**src/source/circular_queue.sv**
```systemverilog
`timescale 1ns/1ps

module circular_queue #(
	parameter type payload_t = logic,
	parameter int  DEPTH     = 32
) (
	input  logic     Clk_32UI,
	input  logic     reset_n,
	input  logic     push,
	input  logic     pop,
	input  payload_t din,

	output payload_t head,
	output logic     not_empty
);

	// DEPTH is a power of two, pointers wrap on their own
	logic [$clog2(DEPTH)-1:0] wr_ptr;
	logic [$clog2(DEPTH)-1:0] rd_ptr;

	payload_t mem [DEPTH];

	always_ff @(posedge Clk_32UI) begin
		if (push) begin
			mem[wr_ptr] <= din;
		end
	end

	always_ff @(posedge Clk_32UI) begin
		if (!reset_n) begin
			wr_ptr <= '0;
			rd_ptr <= '0;
		end else begin
			if (push) begin
				wr_ptr <= wr_ptr + 1'b1;
			end
			if (pop) begin
				rd_ptr <= rd_ptr + 1'b1;
			end
		end
	end

	assign head      = mem[rd_ptr];  // oldest entry
	assign not_empty = (wr_ptr != rd_ptr);

endmodule

```
**config.mk**
```make
export PLATFORM = sky130hd
export DESIGN_NAME = circular_queue
export DESIGN_NICKNAME = d
export VERILOG_FILES = /design/src/source/circular_queue.sv
export SDC_FILE = /design/constraint.sdc
export NUM_CORES = 1
export LEC_CHECK = 0
export BUFFER_PORTS_ARGS = -buffer_cell sky130_fd_sc_hd__buf_4
export CAP_MARGIN = 20
export CORE_ASPECT_RATIO = 1.1
export CORE_MARGIN = 2
export CORE_UTILIZATION = 60
export CTS_BUF_LIST = sky130_fd_sc_hd__clkbuf_16
export DETAILED_ROUTE_END_ITERATION = 16
export PLACE_DENSITY = 0.86
export SYNTH_ARGS = -nofsm -noshare
export SYNTH_HDL_FRONTEND = slang
export SYNTH_SLANG_ARGS = --single-unit
```
**constraint.sdc**
```tcl
create_clock -name Clk_32UI -period 2.9 [get_ports Clk_32UI]
set_clock_uncertainty 0.2 [all_clocks]
set_input_delay 0.58 -clock Clk_32UI [delete_from_list [all_inputs] [get_ports Clk_32UI]]
set_output_delay 0.58 -clock Clk_32UI [all_outputs]
set_load 0.01 [all_outputs]
```
==> impl_results.md <==
- IO Pins: 7
- Inst Count DP: 227
- Hold wc startpoint: reset_n
- Placer congestion estimate: 0.783
- Skew-Pair Late Insertion Delay: 280 ps
- Leak pwr: 0.788 nW
- WL per Instance: 15.9 um
- # resized after CTS: 0
- Fin util: 68.7%
- ANT cells: 0
- Die span in x: 60.5 um
- Synth warnings: 0
- Synth area leaders: edfxtp_1 46%, dfxtp_1 14%, mux2i_1 8.5%, nor2_1 6.2%, ha_1 3.0%
- Max Cap Viol: 0
- Routed wire length: 3740 um
- Worst slew margin: 68.7%
- Cts bufs inserted: 5
- Hold_ws: 381 ps
- Max Buffers Root-to-Sink: 2
- CP Launch Type: flip-flop
- Final WS setup: 290 ps
- CP required: 2120 ps
- Core area: 3360 um^2
- Clock Sinks: 47
- Syn nets: 189
- P&R area growth vs syn: 9.38%
- Most frequent cell after synthesis: nor2_1
- # DRC: 0
- CTS H-tree depth: 2
- Seq/Total Area, Yosys: 59.8%
- Post-synth EDFFs: 32
- Mean Syn Cell Area: 11.8 um^2
- Vias per inst: 5.57
- Setup TNS: 0 ps
- Non-Filler Instances: 235
- Total power: 1.38 mW
- Distinct cells, synth: 30
- CP arrival: 1830 ps
- Drt pass-1 iters: 4
- Die area: 4000 um^2
- Largest net degree at the start of global routing: 33
- Hold Path End: wr_ptr[4]
- Vias post-DR: 1308
- Async SR Flop Fraction: 0%
- Commonest cells post-synth: 35 x nor2_1, 32 x edfxtp_1, 18 x mux2i_1
- Placed instance area: 2170 um^2
- Max Fclk: 383 MHz
- Clk root buf: clkbuf_16
- Global-route wire length before repair: 5970 um
- Yosys reg bits: 47
- Minimum clock period: 2610 ps
- Initial antenna violation count: 0
- Final hold vios: 0
- Hold buffers post-CTS: 0
- Die Ht: 66.2 um
- Final setup fails: 0
- Setup repair bufs after CTS: 0
- ANT nets after route: 0
- Buffers on Ports: 6
- Post-synth top area share: 45.6%
- Layout cells sized above 1: 8.56%
- Num rows: 22
- Synth area leader: edfxtp_1
- Finished Cell Area: 2310 um^2
- Max rail drop VDD: 0.509 mV
- Worst-path clk slew: 60 ps
- Ys flop type: edfxtp_1
- Net count, final: 196
- Hpwl dp: 2420 um
- Worst setup EP type: primary output
- Status: finished clean
- Starting Density: 62.8%
- Final Slew Violations: 0
- Worst-Margin Slew: 469 ps
- Vias in the first global route: 1287
- CTS tree: done
- Setup WS pre-CTS: 610 ps
- Reg-to-reg slack, setup: 1140 ps
- Total global routing overflow: 0
- RR Startpoint: wr_ptr[3]
- Worst hold stages: 2
- Crit Path Category: reg2out
- R2r worst-path depth: 2
- Iter 0 DRT Violations: 56
- Total track usage: 20.9%
- Post-Syn Area: 2110 um^2
- RSZ-0062 raised after global routing: false
- CP Max Fanout: 16
- Final period util: 90.0%
- PwrDens: 598 nW/um^2
- Cells after Synth: 179
- Worst reg2reg endpoint: mem[11]
- HP Class: in2reg
==> worst max path at each step <==
stage | start | slack [ps] | endpoint | depth (start not counted)
floorplan | flip-flop | 880 | head | 7
global placement | flip-flop | 650 | head | 7
detailed placement | flip-flop | 610 | head | 7
CTS | flip-flop | 290 | head | 7
global route | flip-flop | 220 | head | 7
finish | flip-flop | 290 | head | 7
==> cell type report <==
type                    instances  area, um^2
clock buffers                   5         125
inverters                       2        7.51
multi-input cells             123         787
well taps                      48        60.1
repair buffers                  7        52.6
flip-flops and latches         47        1260
clock inverters                 3        12.5
fillers                       260        1050
==> routing by layer <==
layer	vias up	global-route usage (%)	routed length, um
li1	634	-	-
met2	34	36.4	1930
met1	637	25.6	1620
met3	3	5.87	152
met4	0	4.89	34
met5	-	0	0
==> kinds of logic after synthesis <==
logic type | Yosys count | share of synthesized area, %
simple gates | 77 | 17.2
compound gates | 11 | 3.68
fa+ha+maj | 5 | 2.97
flops | 47 | 59.8
xor+xnor | 12 | 4.99
buf+inv | 9 | 2.85
mux | 18 | 8.55
==> critical path, stage by stage, from the launching register on <==
cell and delay, ps:
dfxtp_1 310, buf_4 270, mux2i_1 250, a22oi_1 120
nand3_1 110, nand2_1 70, a311o_1 270, buf_4 140
==> report_power, final <==
group / switching [mW] / total, mW / internal, mW
sequential: 0.0125 / 0.740 / 0.727
combinational: 0.0615 / 0.109 / 0.0477
clock: 0.219 / 0.530 / 0.312
==> placed cells by master, fill, tap and decap left out, types with 2 or more instances in the layout <==
| cell type | synthesis | routed |
|---|---|---|
| buf_4 | 0 | 7 |
| nand2_1 | 14 | 14 |
| nand3_1 | 4 | 4 |
| nor2_1 | 35 | 35 |
| nor2b_1 | 3 | 3 |
| inv_1 | 2 | 3 |
| a21oi_1 | 3 | 3 |
| o21a_1 | 2 | 2 |
| xnor2_1 | 7 | 7 |
| nand4_1 | 3 | 3 |
| a22oi_1 | 4 | 4 |
| ha_1 | 5 | 5 |
| dfxtp_1 | 15 | 15 |
| xor2_1 | 5 | 5 |
| and2_1 | 9 | 9 |
| clkbuf_16 | 0 | 5 |
| edfxtp_1 | 32 | 32 |
| nand3b_1 | 2 | 2 |
| mux2i_1 | 18 | 18 |
No activity file was read; power rests on OpenSTA's default activity.
