<file path="config.mk">
export PLATFORM = sky130hd
export DESIGN_NAME = query_align
export DESIGN_NICKNAME = d
export VERILOG_FILES = /design/src/source/queue_pkg.sv /design/src/source/query_align.sv
export SDC_FILE = /design/constraint.sdc
export NUM_CORES = 1
export LEC_CHECK = 0
export ABC_CLOCK_PERIOD_IN_PS = 1600
export BUFFER_PORTS_ARGS = -buffer_cell sky130_fd_sc_hd__buf_4
export CORE_AREA = 4 4 195 197
export CTS_CLUSTER_DIAMETER = 150
export DETAILED_ROUTE_END_ITERATION = 16
export DIE_AREA = 0 0 199 201
export GPL_ROUTABILITY_DRIVEN = 0
export GPL_TIMING_DRIVEN = 0
export HOLD_SLACK_MARGIN = 0.1
export PLACE_DENSITY = 0.66
export SLEW_MARGIN = 5
export SYNTH_ARGS = -nofsm -noshare
export SYNTH_HDL_FRONTEND = slang
export SYNTH_SLANG_ARGS = --single-unit
</file>
<file path="constraint.sdc">
create_clock -name Clk_32UI -period 1.6 [get_ports Clk_32UI]
set_clock_uncertainty 0.15 [all_clocks]
set_input_delay 0.32 -clock Clk_32UI [delete_from_list [all_inputs] [get_ports Clk_32UI]]
set_output_delay 0.32 -clock Clk_32UI [all_outputs]
set_load 0.01 [all_outputs]
</file>
<file path="src/source/queue_pkg.sv">
package queue_pkg;

	// field widths
	localparam int STATUS_W   = 6;
	localparam int PTR_W      = 7;
	localparam int READ_NUM_W = 10;
	localparam int POS_W      = 7;
	localparam int QUERY_W    = 8;
	localparam int IK_W       = 64;
	localparam int IK_KEEP    = 33;  // stored interval bits
	localparam int INFO_LO_W  = 7;   // each kept slice of ik_info

	localparam int ALIGN_STAGES = 3;   // read RAM latency
	localparam int READ_Q_DEPTH = 256;
	localparam int OCC_Q_DEPTH  = 32;

	// status codes
	localparam logic [STATUS_W-1:0] F_INIT  = 6'd0;
	localparam logic [STATUS_W-1:0] F_RUN   = 6'd1;
	localparam logic [STATUS_W-1:0] F_BREAK = 6'd2;
	localparam logic [STATUS_W-1:0] DONE    = 6'h20;
	localparam logic [STATUS_W-1:0] BUBBLE  = 6'h30;

	// filler patterns for bubbles and unused occ outputs
	localparam logic [15:0]        NARROW_FILL = '1;
	localparam logic [IK_W-1:0]    IK_FILL     = 64'h1111_1111_1111_1111;
	localparam logic [31:0]        CNT32_FILL  = 32'h1111_1111;
	localparam logic [63:0]        CNT64_FILL  = 64'h1111_1111_1111_1111;
	localparam logic [QUERY_W-1:0] QUERY_NONE  = '1;

	typedef struct packed {
		logic [STATUS_W-1:0]   status;
		logic [PTR_W-1:0]      ptr_curr;
		logic [READ_NUM_W-1:0] read_num;
		logic [IK_W-1:0]       ik_x0;
		logic [IK_W-1:0]       ik_x1;
		logic [IK_W-1:0]       ik_x2;
		logic [IK_W-1:0]       ik_info;
		logic [POS_W-1:0]      forward_i;
		logic [POS_W-1:0]      min_intv;
		logic [POS_W-1:0]      backward_x;
	} fwd_state_t;

	typedef struct packed {
		fwd_state_t         state;
		logic [QUERY_W-1:0] query;  // next base from read RAM
	} fwd_out_t;

	// compressed form kept in the read queue
	typedef struct packed {
		logic [STATUS_W-1:0]   status;
		logic [PTR_W-1:0]      ptr_curr;
		logic [READ_NUM_W-1:0] read_num;
		logic [IK_KEEP-1:0]    ik_x0;
		logic [IK_KEEP-1:0]    ik_x1;
		logic [IK_KEEP-1:0]    ik_x2;
		logic [INFO_LO_W-1:0]  info_hi;  // ik_info from bit 32
		logic [INFO_LO_W-1:0]  info_lo;
		logic [POS_W-1:0]      forward_i;
		logic [POS_W-1:0]      min_intv;
		logic [POS_W-1:0]      backward_x;
		logic [QUERY_W-1:0]    query;
	} read_entry_t;

	typedef struct packed {
		logic [3:0][31:0] cnt_a;
		logic [3:0][63:0] cnt_b;
		logic [3:0][31:0] cntl_a;
		logic [3:0][63:0] cntl_b;
	} occ_block_t;

	typedef struct packed {
		logic [READ_NUM_W-1:0] read_num;
		logic [IK_W-1:0]       ik_x0;
		logic [IK_W-1:0]       ik_x1;
		logic [IK_W-1:0]       ik_x2;
		logic [IK_W-1:0]       ik_info;
		logic [POS_W-1:0]      forward_i;
	} new_read_t;

	function automatic read_entry_t pack_entry(fwd_state_t s, logic [QUERY_W-1:0] base);
		read_entry_t e;
		e.status     = s.status;
		e.ptr_curr   = s.ptr_curr;
		e.read_num   = s.read_num;
		e.ik_x0      = s.ik_x0[IK_KEEP-1:0];
		e.ik_x1      = s.ik_x1[IK_KEEP-1:0];
		e.ik_x2      = s.ik_x2[IK_KEEP-1:0];
		e.info_hi    = s.ik_info[IK_W/2 +: INFO_LO_W];
		e.info_lo    = s.ik_info[INFO_LO_W-1:0];
		e.forward_i  = s.forward_i;
		e.min_intv   = s.min_intv;
		e.backward_x = s.backward_x;
		e.query      = base;
		return e;
	endfunction

	// dropped high bits come back as zeros
	function automatic fwd_out_t unpack_entry(read_entry_t e);
		fwd_out_t o;
		o = '0;
		o.state.status                        = e.status;
		o.state.ptr_curr                      = e.ptr_curr;
		o.state.read_num                      = e.read_num;
		o.state.ik_x0[IK_KEEP-1:0]            = e.ik_x0;
		o.state.ik_x1[IK_KEEP-1:0]            = e.ik_x1;
		o.state.ik_x2[IK_KEEP-1:0]            = e.ik_x2;
		o.state.ik_info[IK_W/2 +: INFO_LO_W]  = e.info_hi;
		o.state.ik_info[INFO_LO_W-1:0]        = e.info_lo;
		o.state.forward_i                     = e.forward_i;
		o.state.min_intv                      = e.min_intv;
		o.state.backward_x                    = e.backward_x;
		o.query                               = e.query;
		return o;
	endfunction

endpackage

</file>
<file path="src/source/query_align.sv">
`timescale 1ns/1ps

module query_align (
	input  logic                                    Clk_32UI,
	input  queue_pkg::fwd_state_t                   fwd_in,
	input  logic [queue_pkg::QUERY_W-1:0]           next_query_position,
	input  logic [queue_pkg::QUERY_W-1:0]           query_base,

	output logic [queue_pkg::QUERY_W-1:0]           query_position_ram,
	output logic [queue_pkg::READ_NUM_W-1:0]        query_read_num_ram,
	output logic [queue_pkg::STATUS_W-1:0]          query_status_ram,

	output queue_pkg::read_entry_t                  entry,
	output logic                                    entry_push
);

	logic need_query;

	// states waiting for the RAM answer
	queue_pkg::fwd_state_t dly [queue_pkg::ALIGN_STAGES];

	// --------------------
	// query request
	// --------------------

	// break reads and bubbles ask nothing of the RAM
	assign need_query = (fwd_in.status != queue_pkg::BUBBLE) &&
		(fwd_in.status != queue_pkg::F_BREAK);

	always_comb begin
		if (need_query) begin
			query_position_ram = next_query_position;
			query_read_num_ram = fwd_in.read_num;
			query_status_ram   = fwd_in.status;
		end else begin
			query_position_ram = '1;
			query_read_num_ram = '1;
			query_status_ram   = '1;
		end
	end

	// --------------------
	// alignment line
	// --------------------

	always_ff @(posedge Clk_32UI) begin
		dly[0] <= fwd_in;
		for (int i = 1; i < queue_pkg::ALIGN_STAGES; i++) begin
			dly[i] <= dly[i-1];
		end
		// base for dly[last] is on query_base right now
		entry <= queue_pkg::pack_entry(dly[queue_pkg::ALIGN_STAGES-1], query_base);
	end

	// only live forward states are parked
	always_comb begin
		case (entry.status)
			queue_pkg::F_INIT,
			queue_pkg::F_RUN,
			queue_pkg::F_BREAK: entry_push = 1'b1;
			default:            entry_push = 1'b0;  // bubble, done, unknown
		endcase
	end

endmodule

</file>
==> impl_metrics.json <==
{
  "status": "finished with violations",
  "violations": "negative setup slack",
  "hold_viol_final": 0,
  "yosys_warnings": 0,
  "peakVddDrop_v": 0.000897,
  "synthFlopType": "dfxtp_1",
  "path_max_fanout": 2,
  "max-slew-margin-rel_pct": 87.0,
  "fin_util_pct": 56.1,
  "period_share_pct": 135,
  "drt_iter0_markers": 134,
  "grt_max_degree": 16,
  "core_um2": 36300,
  "antenna_found_initial": 1,
  "top_layer": "met4",
  "row_count": 70,
  "post_drt_wl_per_cell_um": 14.7,
  "avgSynthCellArea_um2": 19.5,
  "cp.required_ns": 1.13,
  "final.setup.tns_ns": -5.05,
  "grt_pass1_wl_um": 39100,
  "powerDensity_nw_per_um2": 1550,
  "pin_count": 507,
  "fmax_ghz": 0.464,
  "slew_violations": 0,
  "gr-total-overflow": 0,
  "drt-met1-wl_um": 9680,
  "synth_most_common_cell": "dfxtp_1",
  "start_util_pct": 35.9,
  "n_fill_cell": 2750,
  "yosysSeqAreaShare_pct": 97.8,
  "drc": 0,
  "critPathKind": "flip-flop to output pin",
  "ys_top_cells_by_area": "dfxtp_1 (98%), nand2b_2 (1.3%), nand2b_1 (0.19%)",
  "yosys-top-cells-count": "dfxtp_1 (636), nand2b_2 (20), nand2b_1 (4), buf_6 (2)",
  "power_mw": 31.6,
  "layout.cells.non_filler": 1779,
  "setup_viol": 25,
  "syn-instance-count": 668,
  "start_kind": "flip-flop",
  "viasPerCell": 3.68,
  "synth_area_um2": 13000,
  "dp_cells": 1499,
  "worst-endpoint-arrival_ns": 1.69,
  "cts-root-buf": "clkbuf_16",
  "hpwl_um": 16000,
  "finalNetCount": 1581,
  "fp.dieH_um": 201,
  "synth.distinct_cells": 10,
  "synth_edf_count": 0,
  "syn2layout_area_growth_pct": 56.2,
  "drtPass1Iterations": 4,
  "crit_path_end_kind": "output pin",
  "clock_sinks": 636,
  "ys_ff_latch": 636,
  "die_area_um2": 40000,
  "rsz0062_at_grt": "true",
  "leakagePower_nw": 9.13,
  "port_buffers": 363,
  "tightest_slew_ns": 0.194,
  "finalWorstSetupSlack_ns": -0.557,
  "h-tree-depth": 2,
  "drt_wl_total_um": 26200,
  "cts_buffer_depth": 3,
  "wl_met2_um": 13400,
  "synth_fp_nets": 985,
  "die_x_um": 199,
  "maxCapViolCount": 0,
  "via_count": 6552,
  "synth_top_cell_area_share_pct": 97.8,
  "track_usage_pct": 12.8,
  "postRouteAntennaNets": 0,
  "numCtsBuffers": 57,
  "synth_top_cell_by_area": "dfxtp_1",
  "grt_pass1_vias": 7208,
  "route.met3.wl_um": 2200,
  "clk_pin_slew_ns": 0.06,
  "ys_async_sr_fraction_pct": 0,
  "min_path_type": "flip-flop to flip-flop",
  "cts_tree": "built",
  "insertion_delay_ns": 0.58,
  "fin_crit_ns": 2.16,
  "drive_gt1_share_pct": 38.2
}
==> timing repair <==
action	in CTS	in global routing
pin swaps	3	1
hold buffers	165	0
gates cloned	2	0
endpoints found under the setup margin	29	26
gates resized for setup	67	19
endpoints found under the hold margin	165	0
buffers inserted	8	2
==> final timing paths <==
check	start	end	slack, ns	depth (start not counted)
setup / recovery	entry[163]$_DFF_P_	entry_push	-0.56	3
hold / removal	dly[1][25]$_DFF_P_	dly[2][25]$_DFF_P_	0.16	0
setup reg to reg	dly[2][242]$_DFF_P_	entry[138]$_DFF_P_	1.02	0
hold reg to reg	dly[1][25]$_DFF_P_	dly[2][25]$_DFF_P_	0.16	0
==> kinds of logic (layout without fill, tap and decap cells) <==
group,Yosys count,count (layout),share of synthesized area [%]
compound gates,2,2,0.163
buf+inv,2,643,0.173
flops,636,636,97.8
other cells,0,2,0
simple gates,28,28,1.84
==> report_power, final <==
group	internal [mW]	switching, mW	total [mW]
Clock	7.76	5.50	13.3
Sequential	16.7	0.209	16.9
Combinational	0.927	0.468	1.40
==> cell usage in the layout, fill, tap and decap left out <==
cell / n
inv_6: 4
o21ai_4: 1
or4_4: 1
clkinv_2: 6
clkinvlp_4: 2
dfxtp_1: 630
clkbuf_1: 14
buf_12: 7
diode_2: 2
buf_6: 37
nor3_4: 1
clkinv_4: 3
buf_8: 1
nor3b_4: 1
and3b_2: 1
dfxtp_4: 1
a21oi_4: 1
clkbuf_8: 14
nand2b_4: 24
dlygate4sd3_1: 165
buf_4: 329
bufinv_16: 2
clkbuf_16: 59
dfxtp_2: 5
==> metrics by stage <==
stage / hold WS, ns / worst slack (ns) / cell area (um2)
2_1_floorplan: 0.160 / 0.0886 / 13000
3_3_place_gp: 0.159 / -0.223 / 16300
3_5_place_dp: 0.162 / -0.233 / 16300
4_1_cts: 0.171 / -0.635 / 20300
5_1_grt: 0.177 / -0.630 / 20300
6_report: 0.163 / -0.557 / 20300
==> registers in the layout, indices dropped and copies added (netlist names) <==
signal,cells
dly,471
entry,165
==> layout make-up <==
cell class              instances  area [um2]  area share, %
plain buffers                   2        40.0          0.197
clock buffers                  87        1720           8.47
repair buffers                537        4650           22.9
clock inverters                17         166          0.818
diodes                          2        5.00         0.0246
flip-flops and latches        636       12700           62.7
well taps                     468         586           2.88
multi-input cells              30         419           2.06
==> per-layer routing <==
metal	global-route usage, %	up-vias
met5	0	-
met4	5.98	0
met3	4.70	54
met2	22.4	244
met1	13.5	2987
li1	-	3267
==> worst max-delay path, cell delays in order, from the launching register on <==
cell     delay (ns)
dfxtp_2        0.32
or4_4          0.53
a21oi_4        0.13
buf_6          0.13
(Power assumes the default switching activity.)
